<file path="src/core_params.svh">
`ifndef CORE_PARAMS_SVH
`define CORE_PARAMS_SVH

// datapath width and register file geometry
`define XLEN       32
`define NUM_REGS   32
`define REG_ADDR_W 5

// first fetch address out of reset
`define RESET_PC   32'h8000_0000

`endif

</file>
<file path="src/core_pkg.sv">
`default_nettype none

`include "core_params.svh"

package core_pkg;

  typedef logic [`XLEN-1:0]       word_t;
  typedef logic [`REG_ADDR_W-1:0] reg_addr_t;
  typedef logic [3:0]             byte_mask_t; // one bit per byte lane

  // register write-back source
  typedef enum logic [1:0] {
    WB_ALU  = 2'd0, // adder result
    WB_LINK = 2'd1, // pc + 4 for jal/jalr
    WB_LOAD = 2'd2
  } wb_sel_t;

  // first adder operand
  typedef enum logic {
    A1_RS1 = 1'b0,
    A1_PC  = 1'b1
  } a1_sel_t;

endpackage

`default_nettype wire

</file>
<file path="src/rv_isa_pkg.sv">
`default_nettype none

`include "core_params.svh"

package rv_isa_pkg;

  typedef logic [`XLEN-1:0] inst_t;
  typedef logic [2:0]       funct3_t;

  // only the opcodes this core executes
  typedef enum logic [6:0] {
    OP_IMM = 7'b001_0011, // executed as addi
    AUIPC  = 7'b001_0111,
    LUI    = 7'b011_0111,
    JAL    = 7'b110_1111,
    JALR   = 7'b110_0111,
    LOAD   = 7'b000_0011,
    STORE  = 7'b010_0011,
    SYSTEM = 7'b111_0011
  } opcode_t;

  // load/store access width in funct3
  localparam funct3_t F3_B  = 3'b000;
  localparam funct3_t F3_H  = 3'b001;
  localparam funct3_t F3_W  = 3'b010;
  localparam funct3_t F3_BU = 3'b100;
  localparam funct3_t F3_HU = 3'b101;

  // full encoding, other SYSTEM words are ignored
  localparam inst_t EBREAK_INST = 32'h0010_0073;

endpackage

`default_nettype wire

</file>
<file path="src/exec_unit.sv">
`default_nettype none

`include "core_params.svh"

module exec_unit (
  input  wire core_pkg::word_t   pc,
  input  wire core_pkg::word_t   rs1_data,
  input  wire core_pkg::word_t   imm,
  input  wire core_pkg::a1_sel_t a1_sel,
  input  wire core_pkg::wb_sel_t wb_sel,
  input  wire core_pkg::word_t   load_data,
  output core_pkg::word_t        sum,
  output core_pkg::word_t        wb_data
);

  core_pkg::word_t a1;
  core_pkg::word_t link;

  assign a1   = (a1_sel == core_pkg::A1_PC) ? pc : rs1_data;
  assign sum  = a1 + imm; // result, jump target and mem address
  assign link = pc + `XLEN'(4);

  always_comb begin
    case (wb_sel)
      core_pkg::WB_LINK: wb_data = link;
      core_pkg::WB_LOAD: wb_data = load_data;
      default:           wb_data = sum;
    endcase
  end

endmodule

`default_nettype wire

</file>
<file path="src/fetch_unit.sv">
`default_nettype none

`include "core_params.svh"

module fetch_unit (
  input  wire logic            clk,
  input  wire logic            reset,
  input  wire logic            jump,
  input  wire core_pkg::word_t jump_target,
  input  wire logic            is_ebreak,
  output core_pkg::word_t      pc,
  output logic                 halted
);

  core_pkg::word_t pc_next;

  always_comb begin
    if (halted) begin
      pc_next = pc; // frozen until reset
    end else if (jump) begin
      pc_next = {jump_target[`XLEN-1:1], 1'b0}; // jalr clears bit 0
    end else begin
      pc_next = pc + `XLEN'(4);
    end
  end

  always_ff @(posedge clk) begin
    if (reset) begin
      pc     <= `RESET_PC;
      halted <= 1'b0;
    end else begin
      pc <= pc_next;
      if (is_ebreak) begin
        halted <= 1'b1; // sticky
      end
    end
  end

endmodule

`default_nettype wire

</file>
<file path="src/inst_decoder.sv">
`default_nettype none

module inst_decoder (
  input  wire rv_isa_pkg::inst_t inst,
  output core_pkg::reg_addr_t    rs1,
  output core_pkg::reg_addr_t    rs2,
  output core_pkg::reg_addr_t    rd,
  output core_pkg::word_t        imm,
  output core_pkg::a1_sel_t      a1_sel,
  output core_pkg::wb_sel_t      wb_sel,
  output logic                   reg_we,
  output logic                   jump,
  output logic                   mem_load,
  output logic                   mem_store,
  output logic                   is_ebreak,
  output rv_isa_pkg::funct3_t    funct3
);

  rv_isa_pkg::opcode_t opcode;
  core_pkg::word_t     imm_i;
  core_pkg::word_t     imm_s;
  core_pkg::word_t     imm_u;
  core_pkg::word_t     imm_j;

  assign opcode = rv_isa_pkg::opcode_t'(inst[6:0]);
  assign rd     = inst[11:7];
  assign funct3 = inst[14:12];
  assign rs2    = inst[24:20]; // store source

  // lui reads x0 so the adder passes the immediate through
  assign rs1 = (opcode == rv_isa_pkg::LUI) ? '0 : inst[19:15];

  // sign-extended immediates
  assign imm_i = {{20{inst[31]}}, inst[31:20]};
  assign imm_s = {{20{inst[31]}}, inst[31:25], inst[11:7]};
  assign imm_u = {inst[31:12], 12'h000};
  assign imm_j = {{12{inst[31]}}, inst[19:12], inst[20], inst[30:21], 1'b0};

  always_comb begin
    imm       = imm_i;
    a1_sel    = core_pkg::A1_RS1;
    wb_sel    = core_pkg::WB_ALU;
    reg_we    = 1'b0;
    jump      = 1'b0;
    mem_load  = 1'b0;
    mem_store = 1'b0;
    is_ebreak = 1'b0;
    case (opcode)
      rv_isa_pkg::OP_IMM: begin
        reg_we = 1'b1; // funct3 ignored, always addi
      end
      rv_isa_pkg::AUIPC: begin
        imm    = imm_u;
        a1_sel = core_pkg::A1_PC;
        reg_we = 1'b1;
      end
      rv_isa_pkg::LUI: begin
        imm    = imm_u;
        reg_we = 1'b1;
      end
      rv_isa_pkg::JAL: begin
        imm    = imm_j;
        a1_sel = core_pkg::A1_PC;
        wb_sel = core_pkg::WB_LINK;
        reg_we = 1'b1;
        jump   = 1'b1;
      end
      rv_isa_pkg::JALR: begin
        wb_sel = core_pkg::WB_LINK;
        reg_we = 1'b1;
        jump   = 1'b1;
      end
      rv_isa_pkg::LOAD: begin
        wb_sel   = core_pkg::WB_LOAD;
        reg_we   = 1'b1;
        mem_load = 1'b1;
      end
      rv_isa_pkg::STORE: begin
        imm       = imm_s;
        mem_store = 1'b1;
      end
      rv_isa_pkg::SYSTEM: begin
        is_ebreak = (inst == rv_isa_pkg::EBREAK_INST);
      end
      default: ; // unsupported, pc + 4 and no writes
    endcase
  end

endmodule

`default_nettype wire

</file>
<file path="src/lsu.sv">
`default_nettype none

`include "core_params.svh"

module lsu (
  input  wire logic                reset,
  input  wire logic                load,
  input  wire logic                store,
  input  wire logic                halted,
  input  wire rv_isa_pkg::funct3_t funct3,
  input  wire core_pkg::word_t     addr,
  input  wire core_pkg::word_t     store_src,
  input  wire core_pkg::word_t     mem_rdata,
  output core_pkg::word_t          mem_addr,
  output logic                     mem_re,
  output logic                     mem_we,
  output core_pkg::word_t          mem_wdata,
  output core_pkg::byte_mask_t     mem_wmask,
  output core_pkg::word_t          load_data
);

  logic [1:0]           offset;
  logic                 aligned;
  core_pkg::byte_mask_t width_mask;
  core_pkg::word_t      st_shifted;
  core_pkg::word_t      ld_shifted;
  core_pkg::word_t      ld_ext;

  assign offset   = addr[1:0];
  assign mem_addr = {addr[`XLEN-1:2], 2'b00}; // word aligned
  assign mem_re   = load;

  // access width and natural alignment
  always_comb begin
    case (funct3)
      rv_isa_pkg::F3_B, rv_isa_pkg::F3_BU: begin
        width_mask = 4'b0001;
        aligned    = 1'b1;
      end
      rv_isa_pkg::F3_H, rv_isa_pkg::F3_HU: begin
        width_mask = 4'b0011;
        aligned    = ~offset[0];
      end
      rv_isa_pkg::F3_W: begin
        width_mask = 4'b1111;
        aligned    = (offset == 2'b00);
      end
      default: begin
        width_mask = 4'b0000;
        aligned    = 1'b0;
      end
    endcase
  end

  // stores only know b/h/w, unsigned widths write nothing
  assign mem_wmask = (store && aligned && !funct3[2]) ? (width_mask << offset) : '0;
  assign mem_we    = store && (mem_wmask != '0) && !halted && !reset;

  assign st_shifted = store_src << {offset, 3'b000};

  always_comb begin
    for (int i = 0; i < 4; i++) begin
      mem_wdata[8*i +: 8] = mem_wmask[i] ? st_shifted[8*i +: 8] : 8'h00; // unused lanes zero
    end
  end

  // bring the addressed lane down to bit 0
  assign ld_shifted = mem_rdata >> {offset, 3'b000};

  always_comb begin
    case (funct3)
      rv_isa_pkg::F3_B:  ld_ext = {{24{ld_shifted[7]}}, ld_shifted[7:0]};
      rv_isa_pkg::F3_H:  ld_ext = {{16{ld_shifted[15]}}, ld_shifted[15:0]};
      rv_isa_pkg::F3_W:  ld_ext = ld_shifted;
      rv_isa_pkg::F3_BU: ld_ext = {24'h00_0000, ld_shifted[7:0]};
      rv_isa_pkg::F3_HU: ld_ext = {16'h0000, ld_shifted[15:0]};
      default:           ld_ext = '0;
    endcase
  end

  assign load_data = (load && aligned) ? ld_ext : '0; // misaligned reads back zero

endmodule

`default_nettype wire

</file>
<file path="src/register_file.sv">
`default_nettype none

`include "core_params.svh"

module register_file (
  input  wire logic                clk,
  input  wire logic                reset,
  input  wire logic                halted,
  input  wire logic                we,
  input  wire core_pkg::reg_addr_t waddr,
  input  wire core_pkg::word_t     wdata,
  input  wire core_pkg::reg_addr_t raddr1,
  input  wire core_pkg::reg_addr_t raddr2,
  output core_pkg::word_t          rdata1,
  output core_pkg::word_t          rdata2
);

  core_pkg::word_t regs [`NUM_REGS];

  always_ff @(posedge clk) begin
    if (reset) begin
      for (int i = 0; i < `NUM_REGS; i++) begin
        regs[i] <= '0;
      end
    end else if (we && !halted && (waddr != '0)) begin
      regs[waddr] <= wdata;
    end
  end

  // x0 reads as zero
  assign rdata1 = (raddr1 == '0) ? '0 : regs[raddr1];
  assign rdata2 = (raddr2 == '0) ? '0 : regs[raddr2];

endmodule

`default_nettype wire

</file>
<file path="src/rv_core_top.sv">
`default_nettype none

module rv_core_top (
  input  wire logic              clk,
  input  wire logic              reset,
  input  wire rv_isa_pkg::inst_t inst,
  output core_pkg::word_t        pc,
  output core_pkg::word_t        dmem_addr,
  output core_pkg::word_t        dmem_wdata,
  output logic                   dmem_re,
  output logic                   dmem_we,
  output core_pkg::byte_mask_t   dmem_wmask,
  input  wire core_pkg::word_t   dmem_rdata,
  output logic                   halt
);

  core_pkg::reg_addr_t rs1;
  core_pkg::reg_addr_t rs2;
  core_pkg::reg_addr_t rd;
  core_pkg::word_t     imm;
  core_pkg::word_t     rs1_data;
  core_pkg::word_t     rs2_data;
  core_pkg::word_t     sum;
  core_pkg::word_t     wb_data;
  core_pkg::word_t     load_data;
  core_pkg::a1_sel_t   a1_sel;
  core_pkg::wb_sel_t   wb_sel;
  rv_isa_pkg::funct3_t funct3;
  logic                reg_we;
  logic                jump;
  logic                mem_load;
  logic                mem_store;
  logic                is_ebreak;

  fetch_unit fetch (
    .clk(clk), .reset(reset), .jump(jump), .jump_target(sum),
    .is_ebreak(is_ebreak), .pc(pc), .halted(halt)
  );

  inst_decoder decode (
    .inst(inst), .rs1(rs1), .rs2(rs2), .rd(rd), .imm(imm),
    .a1_sel(a1_sel), .wb_sel(wb_sel), .reg_we(reg_we), .jump(jump),
    .mem_load(mem_load), .mem_store(mem_store), .is_ebreak(is_ebreak),
    .funct3(funct3)
  );

  register_file regs (
    .clk(clk), .reset(reset), .halted(halt), .we(reg_we), .waddr(rd),
    .wdata(wb_data), .raddr1(rs1), .raddr2(rs2),
    .rdata1(rs1_data), .rdata2(rs2_data)
  );

  exec_unit exec (
    .pc(pc), .rs1_data(rs1_data), .imm(imm), .a1_sel(a1_sel),
    .wb_sel(wb_sel), .load_data(load_data), .sum(sum), .wb_data(wb_data)
  );

  lsu ldst (
    .reset(reset), .load(mem_load), .store(mem_store), .halted(halt),
    .funct3(funct3), .addr(sum), .store_src(rs2_data), .mem_rdata(dmem_rdata),
    .mem_addr(dmem_addr), .mem_re(dmem_re), .mem_we(dmem_we),
    .mem_wdata(dmem_wdata), .mem_wmask(dmem_wmask), .load_data(load_data)
  );

endmodule

`default_nettype wire

</file>
<file path="config.mk">
export PLATFORM = sky130hd
export DESIGN_NAME = rv_core_top
export DESIGN_NICKNAME = d
export VERILOG_FILES = /design/src/core_pkg.sv /design/src/rv_isa_pkg.sv /design/src/exec_unit.sv /design/src/fetch_unit.sv /design/src/inst_decoder.sv /design/src/lsu.sv /design/src/register_file.sv /design/src/rv_core_top.sv
export VERILOG_INCLUDE_DIRS = /design/src
export SDC_FILE = /design/constraint.sdc
export NUM_CORES = 2
export LEC_CHECK = 0
export ABC_AREA = 1
export BUFFER_PORTS_ARGS = -buffer_cell sky130_fd_sc_hd__buf_2
export CELL_PAD_IN_SITES_DETAIL_PLACEMENT = 0
export CELL_PAD_IN_SITES_GLOBAL_PLACEMENT = 2
export CORE_MARGIN = 3
export CORE_UTILIZATION = 30
export DETAILED_ROUTE_END_ITERATION = 6
export HOLD_SLACK_MARGIN = 0.03
export PLACE_DENSITY = 0.73
export SYNTH_ARGS = -nofsm -noshare
export SYNTH_HDL_FRONTEND = slang
export SYNTH_SLANG_ARGS = --single-unit
</file>
<file path="constraint.sdc">
create_clock -name clk -period 6.95 [get_ports clk]
set_input_delay 0.3475 -clock clk [delete_from_list [all_inputs] [get_ports clk]]
set_output_delay 0.3475 -clock clk [all_outputs]
set_load 0.005 [all_outputs]
</file>
==> impl_metrics.yaml <==
min_path:
  hold_class: "input pin to flip-flop"
power:
  p_leak_nw: 25.65
  ir_drop_mv: 0.2298
  cellPowerDensity_mw_per_mm2: 272.6
  power.total_mw: 18.87
worst_setup_path:
  cpMostUsedCell: "nand2_1"
  cp_data_arrival_time_ps: 6300
  critical_path.max_fanout: 30
  worstSetupPathType: "input pin to output pin"
  cpPeakStageDelay_ps: 690
  critPathTopFamily: "simple AND/OR/NAND/NOR gates"
  worst-path-buf-inv: 8
  crit_required_ps: 6600
  setup.worst_path.end_class: "output pin"
  cpMaxStageDelayCell: "fa_2"
  startpoint_type: "input pin"
finish:
  multi_input_area_mm2: 0.02486
  area_growth_pct: 15.22
  final_util_pct: 34.91
  stdcell_count: 9811
  drive_gt1_share_pct: 10.51
  final_area_mm2: 0.06920
  final_nets: 7164
  num-fill-cells: 20494
  seqCellArea_mm2: 0.03139
yosys:
  yosysUniqueCellTypes: 62
  synth_area_mm2: 0.06006
  syn_avg_cell_area_um2: 8.474
  ys_ff_latch: 1056
  yosys_most_used_dff: "edfxtp_1"
  synthCells: 7087
  synth_edf_count: 1024
  synth_top_area_share_pct: 51.20
  yosys_warnings: 0
  yosysTopAreaCell: "edfxtp_1"
  synthArstFlopShare_pct: 0
  synth.top_cells.by_area: "edfxtp_1, nor2_1, nand2_1"
  ys_seq_area_share_pct: 52.27
  synthTopCellsByCount: "nor2_1, nand2_1, edfxtp_1"
  yosysMostFrequentCell: "nor2_1"
timing:
  fin_tns_setup_ps: 0
  whs_ps: 109.2
  setup_violations: 0
  finClkSkew_ps: 42.17
  fin_crit_ps: 6651
  worst_pin_slew_ps: 1279
  final.setup.worst_slack_ps: 298.8
  finalCritPeriodShare_pct: 95.70
  max_freq_ghz: 0.1503
  final_hold_viol_count: 0
  rsz0062_at_grt: "no"
  slew_viol_final: 0
  max_slew_margin_pct: 14.43
grt:
  grt_usage_pct: 30.07
  grt_first_pass_wirelength_mm: 436.8
  antenna_found_initial: 8
  gr-total-overflow: 0
  grt_max_degree: 109
  grt_pass1_vias: 55333
clocking:
  cts_setup_buffers: 0
  cts_tree: "done"
  clock_path_buffers: 3
  clock-root-buffer: "clkbuf_16"
  clock_sinks: 1056
  htreeDepth: 4
  path_clk_slew_ps: 60
  clock_latency_ps: 820
  numCtsBuffers: 133
floorplan:
  die_w_um: 453.4
  start_util_pct: 30.30
  die_area_mm2: 0.2056
  ios: 169
  coreArea_mm2: 0.1982
  num_rows: 163
  die_h_um: 453.4
routing:
  routed_via_density: 5.969
  drc: 1
  wl_per_cell_um: 32.61
  wl_mm: 320.0
  ant_nets: 0
  num_vias: 58560
  drtIter0Drc: 8895
  drt-pass1-iter-count: 7
outcome:
  violations: "DRC"
  status: "complete, but fails checks"
place:
  dp_hpwl_mm: 189.3
  portBuffers: 165
  placed_area_mm2: 0.06490
  place_ws_ps: 80.73
  gp_congestion: 0.9195
  dp.cells: 9565
job:
  max-cap-violations: 0
## cell type report
type | instances | area share [%]
multi-input combinational | 4937 | 35.93
antenna | 4 | 0.01446
inverter | 508 | 2.799
clock buffer | 165 | 5.168
sequential | 1056 | 45.36
clock inverter | 74 | 0.9601
timing repair buffer | 427 | 4.998
tap | 2640 | 4.773
## sequential cells by signal (all words and copies together) (netlist names)
register,flops
regs.regs,1024
fetch.pc,31
fetch.halted,1
## per-layer routing
metal / vias up / GRT usage [%] / routed length, um
met5: - / 0 / 46
met4: 6 / 16.10 / 19420
met3: 785 / 5.632 / 34520
met2: 3991 / 46.12 / 139900
met1: 29125 / 40.16 / 126100
li1: 24653 / - / -
## placed cells by master, fill, tap and decap left out, types with 11 or more instances in the layout
cell / n
ha_1: 33
xnor2_1: 12
o2111ai_1: 14
buf_4: 211
o21ai_0: 702
a31oi_1: 11
nand3_1: 158
a21oi_1: 520
inv_1: 484
o211ai_1: 114
clkbuf_1: 26
o2bb2ai_1: 27
a32o_1: 22
a32oi_1: 71
dfxtp_1: 32
buf_12: 50
nand2_2: 31
nand2_1: 1087
a221oi_1: 61
o22ai_1: 21
nand4_1: 21
a211oi_1: 25
inv_2: 11
xor2_1: 28
conb_1: 35
nand2_4: 26
clkbuf_16: 139
nor3_1: 57
buf_2: 160
clkinv_2: 18
a22oi_1: 137
o21ai_2: 20
nor2_1: 1423
o221ai_1: 142
o31ai_1: 27
edfxtp_1: 1024
clkinv_1: 38
## what timing repair did
action / in CTS / in global routing
setup endpoints to repair: 0 / 12
hold buffers: 3 / 0
endpoints found under the hold margin: 1 / 0
resized for setup: 0 / 3
## worst reg2reg max path, stage by stage, from the launching register on
cell      delay (ps)
edfxtp_1         360
inv_1            100
nor2_1            60
o31ai_2          420
o21ai_0          220
o221ai_1         280
buf_4            210
nand2_1          110
nand2_1          370
o21ai_0          230
ha_1             460
nand2_1          110
nor2_1           150
inv_1             60
nor3_1           140
nand3_1           90
nand3_1          170
a21oi_1          130
o21ai_1          280
nand2_1          120
nand3_1          100
nand2_1          130
o21ai_2          240
buf_12           250
nor2_1           110
## power breakdown
part           switching (mW)  internal, mW
Combinational            3.42          1.14
Sequential              0.112          7.19
Clock                    2.97          4.03
## cell families (layout without fill, tap and decap cells)
logic type | Yosys count | after routing | synth area share, %
buffers and inverters | 1128 | 1174 | 7.475
adders and majority gates | 35 | 35 | 0.7417
xor gates and xnor gates | 40 | 40 | 0.5833
other | 1 | 39 | 0.006244
DFF | 1056 | 1056 | 52.27
and+or+nand+nor | 2854 | 2854 | 18.71
AOI/OAI and AO/OA | 1973 | 1973 | 20.21
## final timing paths
check,start,end,slack (ps),depth (start not counted)
setup / recovery,inst[1],dmem_wdata[25],300,26
hold / removal,reset,fetch.pc[28],110,2
setup reg to reg,regs.regs[25][11],regs.regs[28][30],1750,24
hold reg to reg,fetch.pc[28],fetch.pc[28],540,2
Power figures use the tool's default switching activity.
